**config.mk**
```make
export PLATFORM = sky130hd
export DESIGN_NAME = soft_timer
export DESIGN_NICKNAME = d
export VERILOG_FILES = /design/src/apu_pkg.sv /design/src/aclk_gen.sv /design/src/frame_ctl.sv /design/src/frame_lfsr.sv /design/src/frame_pla.sv /design/src/soft_timer.sv
export VERILOG_INCLUDE_DIRS = /design/src
export SDC_FILE = /design/constraint.sdc
export NUM_CORES = 1
export LEC_CHECK = 0
export ABC_AREA = 1
export BUFFER_PORTS_ARGS = -buffer_cell sky130_fd_sc_hd__buf_2
export CAP_MARGIN = 15
export CELL_PAD_IN_SITES_DETAIL_PLACEMENT = 0
export CELL_PAD_IN_SITES_GLOBAL_PLACEMENT = 2
export CORE_MARGIN = 3
export CORE_UTILIZATION = 33
export CTS_CLUSTER_DIAMETER = 200
export CTS_CLUSTER_SIZE = 8
export DETAILED_ROUTE_END_ITERATION = 16
export PLACE_DENSITY = 0.92
export SYNTH_ARGS = -nofsm -noshare
export SYNTH_HDL_FRONTEND = slang
export SYNTH_SLANG_ARGS = --single-unit
```
**constraint.sdc**
```tcl
create_clock -name phi1 -period 3.6 [get_ports phi1]
set_input_delay 0.54 -clock phi1 [delete_from_list [all_inputs] [get_ports phi1]]
set_output_delay 0.54 -clock phi1 [all_outputs]
set_load 0.01 [all_outputs]
```
**src/apu_consts.svh**
```systemverilog
`ifndef APU_CONSTS_SVH
`define APU_CONSTS_SVH

// Frame LFSR
`define LFSR_W 15

// Aclk counts after an LFSR clear at which each step fires

`define STEP_0 3728
`define STEP_1 7456
`define STEP_2 11185
`define STEP_3 14914   // Last step of four-step mode
`define STEP_4 18640   // Last step of five-step mode

// LFSR states reached after the step counts above, starting from all ones
// Shift is to the left, new bit enters at bit 0

`define PLA_0 15'h1061
`define PLA_1 15'h3603
`define PLA_2 15'h2cd3
`define PLA_3 15'h0a1f
`define PLA_4 15'h7185

// All-zero state, the feedback cannot leave it on its own
`define PLA_LOCK 15'h0000

`endif

```
**src/apu_pkg.sv**
```systemverilog
`include "apu_consts.svh"

package apu_pkg;

	// Frame LFSR state
	typedef logic [`LFSR_W-1:0] lfsr_t;

	// Step hits, bits 0..4 are steps, bit 5 is the lock-up state
	typedef logic [5:0] pla_t;

	// CPU write data
	typedef logic [7:0] apu_data_t;

	// Fields of a 4017 write
	typedef struct packed {
		logic mode;         // Bit 7, five-step mode
		logic irq_inhibit;  // Bit 6
	} frame_wr_t;

	// Frame pulses to the channels
	typedef struct packed {
		logic quarter;  // Envelopes and linear counter
		logic half;     // Length counters and sweeps
	} lfo_t;

	// Write-restart sequencer
	typedef enum logic [1:0] {
		idle,
		armed,  // Write seen, aclk low next cycle
		fire    // Clear on this aclk
	} restart_e;

endpackage

```
**src/aclk_gen.sv**
```systemverilog
`timescale 1ns/1ns

module aclk_gen (
	input  logic phi1,
	input  logic reset,
	output logic aclk
);

	logic aclk_q;

	// Toggle every phi1, low in the first cycle after reset
	always_ff @(posedge phi1) begin
		if (reset) begin
			aclk_q <= 1'b0;
		end else begin
			aclk_q <= ~aclk_q;
		end
	end

	assign aclk = aclk_q;

endmodule

```
**src/frame_ctl.sv**
```systemverilog
`timescale 1ns/1ns

module frame_ctl (
	input  logic               phi1,
	input  logic               reset,
	input  logic               aclk,
	input  logic               wr_4017,
	input  apu_pkg::frame_wr_t wr,
	input  logic               rd_4015,
	input  logic               dmc_int,
	input  apu_pkg::pla_t      pla,
	output logic               mode,
	output logic               status_irq,
	output logic               int_out
);

	logic mode_q;
	logic inhibit_q;
	logic irq_q;
	logic irq_set;
	logic irq_clr;
	logic status_q;
	logic int_q;

	// Mode and inhibit bits of register 4017
	always_ff @(posedge phi1) begin
		if (reset) begin
			mode_q    <= 1'b0;
			inhibit_q <= 1'b0;
		end else if (wr_4017) begin
			mode_q    <= wr.mode;
			inhibit_q <= wr.irq_inhibit;
		end
	end

	// Hit 3 only reaches here in four-step mode
	assign irq_set = aclk & pla[3] & ~mode_q & ~inhibit_q;

	// Status read, inhibit held, or inhibit being written
	assign irq_clr = rd_4015 | inhibit_q | (wr_4017 & wr.irq_inhibit);

	// Frame interrupt flag, clear wins over set
	always_ff @(posedge phi1) begin
		if (reset) begin
			irq_q <= 1'b0;
		end else if (irq_clr) begin
			irq_q <= 1'b0;
		end else if (irq_set) begin
			irq_q <= 1'b1;
		end
	end

	// Status bit seen by a 4015 read
	always_ff @(posedge phi1) begin
		if (reset) begin
			status_q <= 1'b0;
		end else if (aclk) begin
			status_q <= irq_q;
		end
	end

	// Interrupt line to the CPU
	always_ff @(posedge phi1) begin
		if (reset) begin
			int_q <= 1'b0;
		end else begin
			int_q <= irq_q | dmc_int;  // Shared with the DMC channel
		end
	end

	assign mode       = mode_q;
	assign status_irq = status_q;
	assign int_out    = int_q;

endmodule

```
**src/frame_lfsr.sv**
```systemverilog
`timescale 1ns/1ns
`include "apu_consts.svh"

module frame_lfsr (
	input  logic           phi1,
	input  logic           reset,
	input  logic           aclk,
	input  logic           wr_4017,
	input  logic           mode,
	input  apu_pkg::pla_t  pla,
	output apu_pkg::lfsr_t state,
	output logic           restart_hit
);

	apu_pkg::restart_e rs_q;
	apu_pkg::restart_e rs_d;
	apu_pkg::lfsr_t    state_q;
	apu_pkg::lfsr_t    state_d;
	logic              restart_pend;
	logic              frame_end;
	logic              lfsr_clear;
	logic              lfsr_step;
	logic              fb_a;
	logic              fb_b;
	logic              shift_in;

	// The fire state always lands on a cycle with aclk high
	always_comb begin
		rs_d = rs_q;
		case (rs_q)
			apu_pkg::idle: begin
				rs_d = apu_pkg::idle;
			end
			apu_pkg::armed: begin
				rs_d = apu_pkg::fire;  // Aclk is high next cycle
			end
			apu_pkg::fire: begin
				rs_d = apu_pkg::idle;
			end
			default: begin
				rs_d = apu_pkg::idle;
			end
		endcase
		if (wr_4017) begin
			// A new write restarts the wait
			if (aclk) begin
				rs_d = apu_pkg::armed;
			end else begin
				rs_d = apu_pkg::fire;
			end
		end
	end

	always_ff @(posedge phi1) begin
		if (reset) begin
			rs_q <= apu_pkg::idle;
		end else begin
			rs_q <= rs_d;
		end
	end

	assign restart_pend = aclk & (rs_q == apu_pkg::fire);

	// Extra pulse only when the write selected five-step mode
	assign restart_hit = restart_pend & mode;

	// Hit 3 arrives already masked in five-step mode
	assign frame_end = pla[3] | pla[4];

	assign lfsr_clear = aclk & (frame_end | restart_pend);
	assign lfsr_step  = aclk & ~lfsr_clear;

	// Feedback taps, with a forced one out of the lock-up state
	assign fb_a     = state_q[`LFSR_W-2];
	assign fb_b     = state_q[`LFSR_W-1];
	assign shift_in = (fb_a ^ fb_b) | pla[5];

	always_comb begin
		state_d = state_q;
		if (lfsr_clear) begin
			state_d = '1;
		end else if (lfsr_step) begin
			state_d = {state_q[`LFSR_W-2:0], shift_in};
		end
	end

	always_ff @(posedge phi1) begin
		if (reset) begin
			state_q <= '1;  // Start of a frame
		end else begin
			state_q <= state_d;
		end
	end

	assign state = state_q;

endmodule

```
**src/frame_pla.sv**
```systemverilog
`timescale 1ns/1ns
`include "apu_consts.svh"

module frame_pla (
	input  apu_pkg::lfsr_t state,
	input  logic           mode,
	output apu_pkg::pla_t  pla
);

	logic [4:0] step_match;
	logic       step3_hit;
	logic       lock_match;

	// One full compare per step
	always_comb begin
		step_match[0] = (state == `PLA_0);
		step_match[1] = (state == `PLA_1);
		step_match[2] = (state == `PLA_2);
		step_match[3] = (state == `PLA_3);
		step_match[4] = (state == `PLA_4);
	end

	// Step 3 ends the frame in four-step mode only
	assign step3_hit = step_match[3] & ~mode;

	assign lock_match = (state == `PLA_LOCK);

	assign pla = {
		lock_match,
		step_match[4],
		step3_hit,
		step_match[2:0]
	};

endmodule

```
**src/soft_timer.sv**
```systemverilog
`timescale 1ns/1ns

module soft_timer (
	input  logic               phi1,
	input  logic               reset,
	input  logic               wr_4017,
	input  apu_pkg::apu_data_t wr_data,
	input  logic               rd_4015,
	input  logic               dmc_int,
	output logic               aclk,
	output apu_pkg::lfo_t      lfo,
	output logic               status_irq,
	output logic               int_out
);

	apu_pkg::frame_wr_t wr;
	apu_pkg::pla_t      pla;
	apu_pkg::lfsr_t     state;
	apu_pkg::lfo_t      lfo_d;
	apu_pkg::lfo_t      lfo_q;
	logic               aclk_en;
	logic               mode;
	logic               restart_hit;
	logic               quarter_hit;
	logic               half_hit;

	assign wr.mode        = wr_data[7];
	assign wr.irq_inhibit = wr_data[6];

	aclk_gen aclk_gen_i (
		.phi1  (phi1),
		.reset (reset),
		.aclk  (aclk_en)
	);

	frame_ctl frame_ctl_i (
		.phi1       (phi1),
		.reset      (reset),
		.aclk       (aclk_en),
		.wr_4017    (wr_4017),
		.wr         (wr),
		.rd_4015    (rd_4015),
		.dmc_int    (dmc_int),
		.pla        (pla),
		.mode       (mode),
		.status_irq (status_irq),
		.int_out    (int_out)
	);

	frame_lfsr frame_lfsr_i (
		.phi1        (phi1),
		.reset       (reset),
		.aclk        (aclk_en),
		.wr_4017     (wr_4017),
		.mode        (mode),
		.pla         (pla),
		.state       (state),
		.restart_hit (restart_hit)
	);

	frame_pla frame_pla_i (
		.state (state),
		.mode  (mode),
		.pla   (pla)
	);

	// Every step clocks the quarter frame
	assign quarter_hit = (|pla[4:0]) | restart_hit;

	// Every second step clocks the half frame
	assign half_hit = pla[1] | pla[3] | pla[4] | restart_hit;

	// Hits last two phi1 cycles, aclk picks one
	assign lfo_d.quarter = aclk_en & quarter_hit;
	assign lfo_d.half    = aclk_en & half_hit;

	always_ff @(posedge phi1) begin
		if (reset) begin
			lfo_q <= '0;
		end else begin
			lfo_q <= lfo_d;
		end
	end

	assign lfo  = lfo_q;
	assign aclk = aclk_en;

endmodule

```
# Word level (Yosys, flattened, before mapping)
# Cells that the tools add are included.
# classes
eq_ne	7
n_mux	3
n_bitwise	26
reduce_logical	4
# ops
operator	n
15-bit by 14-bit == test with 1-bit output (second input constant)	2
15-bit by 12-bit == test with 1-bit output (second input constant)	1
15-bit by 13-bit == test with 1-bit output (second input constant)	1
15-bit == test (second input constant)	1
15-bit logical NOT	1
1-bit bitwise AND	11
1-bit bitwise OR	10
2-bit 2-to-1 mux	3
5-bit OR reduction	1
1-bit NOT	4
2-bit OR reduction	2
2-bit by 1-bit == test with 1-bit output (second input constant)	1
2-bit == test (second input constant)	1
1-bit XOR	1
# word_totals
ff_bits	25
output_inout_bits	5

# Depth between registers and ports, before layout
# depth
ltp_word	7
mapped_depth	10
mapped_depth_nobuf	10

# Modules after synthesis
# Synthesis repeated with hierarchy kept, for this count alone.
# unflattened
hier_cells	187
area_unflattened_um2	1280.0
# modules_own_cells
mod	n_inst	cells_per_inst	area_each_um2	seq_area_each_um2
frame_lfsr	1	84	715.7	340.3
frame_pla	1	65	281.5	0.0
frame_ctl	1	24	178.9	100.1
soft_timer	1	12	80.1	40.0
aclk_gen	1	2	23.8	20.0

# Worst setup path before layout
# OpenSTA, ideal clock, no wires.
# synth_timing
kind	reg-to-reg
start	register aclk_gen_i.aclk_q, in the netlist aclk_gen_i.aclk
end	register frame_lfsr_i.state_q[13], in the netlist frame_lfsr_i.state[13]
setup_ns	0.118
t_arrival_ns	1.126
setup_slack_ns	2.357
path_stages_with_launch	8
n_path_buf	1
period_less_slack_ns	1.243
cell_sequence	dfxtp_1 -> inv_1 -> nor2_1 -> nand2_1 -> buf_4 -> nand4_2 -> nand2_1 -> nand3_2
# synth_between
elab_chain_cells	5
word_cells_on_any_way	6
classes_between	bitwise: 5; reduce/logical: 1
# synth_lines
element	line_no	text
start, declared	aclk_gen.sv:9	logic aclk_q;
start signal, assigned	aclk_gen.sv:16	aclk_q <= ~aclk_q;
1-bit bitwise AND	frame_lfsr.sv:62	assign restart_pend = aclk & (rs_q == apu_pkg::fire);
1-bit bitwise OR	frame_lfsr.sv:70	assign lfsr_clear = aclk & (frame_end | restart_pend);
1-bit bitwise AND	frame_lfsr.sv:70	
1-bit NOT	frame_lfsr.sv:71	assign lfsr_step = aclk & ~lfsr_clear;
1-bit bitwise AND	frame_lfsr.sv:71	
end signal, assigned	frame_lfsr.sv:91	state_q <= state_d;
end, declared	frame_lfsr.sv:17	apu_pkg::lfsr_t state_q;
# Parallel ways exist; a longest one is shown, timed or not.
# A chain may end at the register's enable or synchronous reset.

# Final worst setup path
# layout_timing
start	register aclk_gen_i.aclk_q, in the netlist aclk_gen_i.aclk
end	register frame_lfsr_i.state_q[4], in the netlist frame_lfsr_i.state[4]
# The elaborated chain is that of the path after synthesis.

==> impl_metrics.ini <==
[status]
status = finished, final reports clean

[cells_and_area]
nets = 210
utilization = 0.3847
drive_gt1_frac = 0.2092
finish.instance_area_sq_um = 1440
area_delta_synth_final_pct = 10.14
nFillCells = 425
insertedDiodeCount = 0

[timing]
rsz0062_at_grt = false
fin_crit_sh = 0.4573
final_max_slew_viol_count = 0
fmax_mhz = 607.4
maxSlewHeadroom = 0.7031
period_minus_slack_ns = 1.646
worstMarginPinSlew_ns = 0.4443
setup_viol = 0
hold_violations = 0
final.setup_skew_ns = 0.002959
finalSetupTns_ns = 0

[setup_path]
crit_path_end_kind = register
crit_start = aclk_gen_i.aclk
arrival_ns = 1.80
cp_max_fo = 11
critPathKind = reg -> reg
reg2reg_slack_ns = 1.95
crit_end = frame_lfsr_i.state[4]
r2r_end = frame_lfsr_i.state[4]
cp-start-kind = register
crit_required_ns = 3.75
r2r_start = aclk_gen_i.aclk
reg2reg_depth = 6

[clock_tree]
cts_tree = built
clock-sinks = 25
h-tree-depth = 1
clk_pin_slew_ns = 0.09
hold_buffers = 0
postCtsResizedCells = 0
clk_path_buf_depth = 2
clk_latency_ns = 0.27
numCtsBuffers = 3
root_buffer = clkbuf_8
post_cts_buffers = 0

[routing]
drc = 0
drt_iter0_markers = 26
wl_per_cell_microns = 12.05
vias = 1163
dr.pass1.iters = 4
routed_via_density = 4.766
wl_mm = 2.940
ant_nets = 0

[floorplan]
die-width_microns = 68.95
coreArea_sq_um = 3744
ios = 18
dieArea_sq_um = 4753
fp-row-count = 22
floorplan.initialDensity = 0.3493
die_height_microns = 68.95

[synth]
ys_ff_latch = 25
synth_area_leader_cell = dfxtp_1
synth.distinct_cells = 24
synth_nets = 197
netlist_instances = 184
synth_top_area_share = 0.3828
ys_warn_count = 0
netlist_top_cells_area = dfxtp_1 (38%), nand2_1 (11%), nand3_2 (8.4%)
avgSynthCellArea_sq_um = 7.106
synth_area_sq_um = 1308
ys_seq_area_frac = 0.3828

[worst_hold_path]
hold_path.class = reg -> reg

[place]
gp_congestion = 0.9476
io_buffers = 11
placed_cell_area_sq_um = 1394
dp_hpwl_mm = 2.150

[global_route]
grt_pass1_vias = 1064
grt_overflow_total = 0
grt_pass1_wl_mm = 4.933
antenna_found_initial = 0
grt_max_degree = 21
grt_usage = 0.1398

[pwr]
vdd_drop_max_v = 0.0001824
p_per_area_nw_per_um2 = 432.1
power.static_leakage_nw = 0.7452

[run]
maxCapViolations = 0
[registers in the layout, summed over array words and instances (netlist names)]
signal,count
frame_ctl_i.mode,1
frame_lfsr_i.state,15
frame_ctl_i.irq_q,1
frame_ctl_i.status_irq,1
lfo,2
frame_ctl_i.inhibit_q,1
frame_ctl_i.int_out,1
frame_lfsr_i.rs_q,2
aclk_gen_i.aclk,1
[synth_stat cells]
| master | number |
|---|---|
| nand2_1 | 40 |
| nand2_4 | 1 |
| nor2_1 | 28 |
| nand4_1 | 10 |
| a21oi_1 | 4 |
| nor2_4 | 1 |
| clkbuf_1 | 1 |
| a22o_1 | 1 |
| nand4_2 | 2 |
| nor3_1 | 4 |
| nand3_2 | 11 |
| inv_2 | 1 |
| clkinv_1 | 1 |
| nor2_2 | 6 |
| inv_1 | 25 |
| buf_2 | 1 |
| nand2_2 | 3 |
| a211oi_1 | 1 |
| nand3_1 | 13 |
| dfxtp_1 | 25 |
| a31oi_1 | 1 |
| buf_4 | 1 |
| buf_12 | 1 |
| o21ai_0 | 2 |
[cell families after synthesis]
group,after synthesis,share of synthesized area
buffers and inverters,31,0.1053
AOI/OAI and AO/OA,9,0.04020
and+or+nand+nor,119,0.4718
DFF,25,0.3828
[per-layer routing]
layer | part of all wire | vias up | GRT usage
met5 | 0 | - | 0
met4 | 0.012 | 0 | 0.04380
met3 | 0.032 | 4 | 0.02431
met2 | 0.47 | 14 | 0.2298
met1 | 0.49 | 530 | 0.1853
li1 | - | 615 | -
[final cells by class]
class                   count  area (sq um)  share of cell area
repair buffers             12         62.56             0.04344
inverters                  27         101.3             0.07037
clock inverters             1         5.005            0.003475
flip-flops and latches     25         500.5              0.3475
clock buffers               3         41.29             0.02867
multi-input cells         128         669.4              0.4648
well taps                  48         60.06             0.04170
[through the flow]
step | std cells | hold slack (ns) | setup WS (ns) | power, mW
floorplan | 184 | 0.4334 | 2.357 | 0.4319
global placement | 240 | 0.4479 | 1.972 | 0.4573
detailed placement | 240 | 0.4627 | 1.927 | 0.4608
CTS | 244 | 0.4759 | 1.925 | 0.6312
global route | 244 | 0.4830 | 1.765 | 0.6654
finish | 244 | 0.4756 | 1.954 | 0.6222
[worst min path at each step]
stage | startpoint | end | slack [ns] | depth (start not counted)
floorplan | frame_ctl_i.inhibit_q | frame_ctl_i.inhibit_q | 0.43 | 2
global route | wr_4017 | frame_lfsr_i.rs_q[1] | 0.48 | 2
CTS | frame_ctl_i.inhibit_q | frame_ctl_i.inhibit_q | 0.48 | 2
global placement | frame_ctl_i.inhibit_q | frame_ctl_i.inhibit_q | 0.45 | 2
finish | frame_ctl_i.inhibit_q | frame_ctl_i.inhibit_q | 0.48 | 2
detailed placement | frame_ctl_i.inhibit_q | frame_ctl_i.inhibit_q | 0.46 | 2
[where the power goes]
group,leakage (nW),internal (mW),switching [mW]
clock,0.0255,0.0775,0.0914
combinational,0.513,0.0436,0.0701
sequential,0.207,0.303,0.0365
total,0.745,0.424,0.198
[critical path: stages, from the launching register on]
cell     delay [ns]
dfxtp_1        0.32
inv_1          0.23
nor2_1         0.07
nand2_1        0.34
nand4_2        0.33
nand2_1        0.16
nand3_2        0.08
[layout by cell type (no fill, tap or decap), types with 2 or more instances in the layout]
cell	n
a21oi_1	4
buf_2	11
clkbuf_8	3
dfxtp_1	25
inv_1	25
nand2_1	40
nand2_2	3
nand3_1	13
nand3_2	11
nand4_1	10
nand4_2	2
nor2_1	28
nor2_2	6
nor3_1	4
o21ai_0	2
Power figures use the tool's default switching activity.
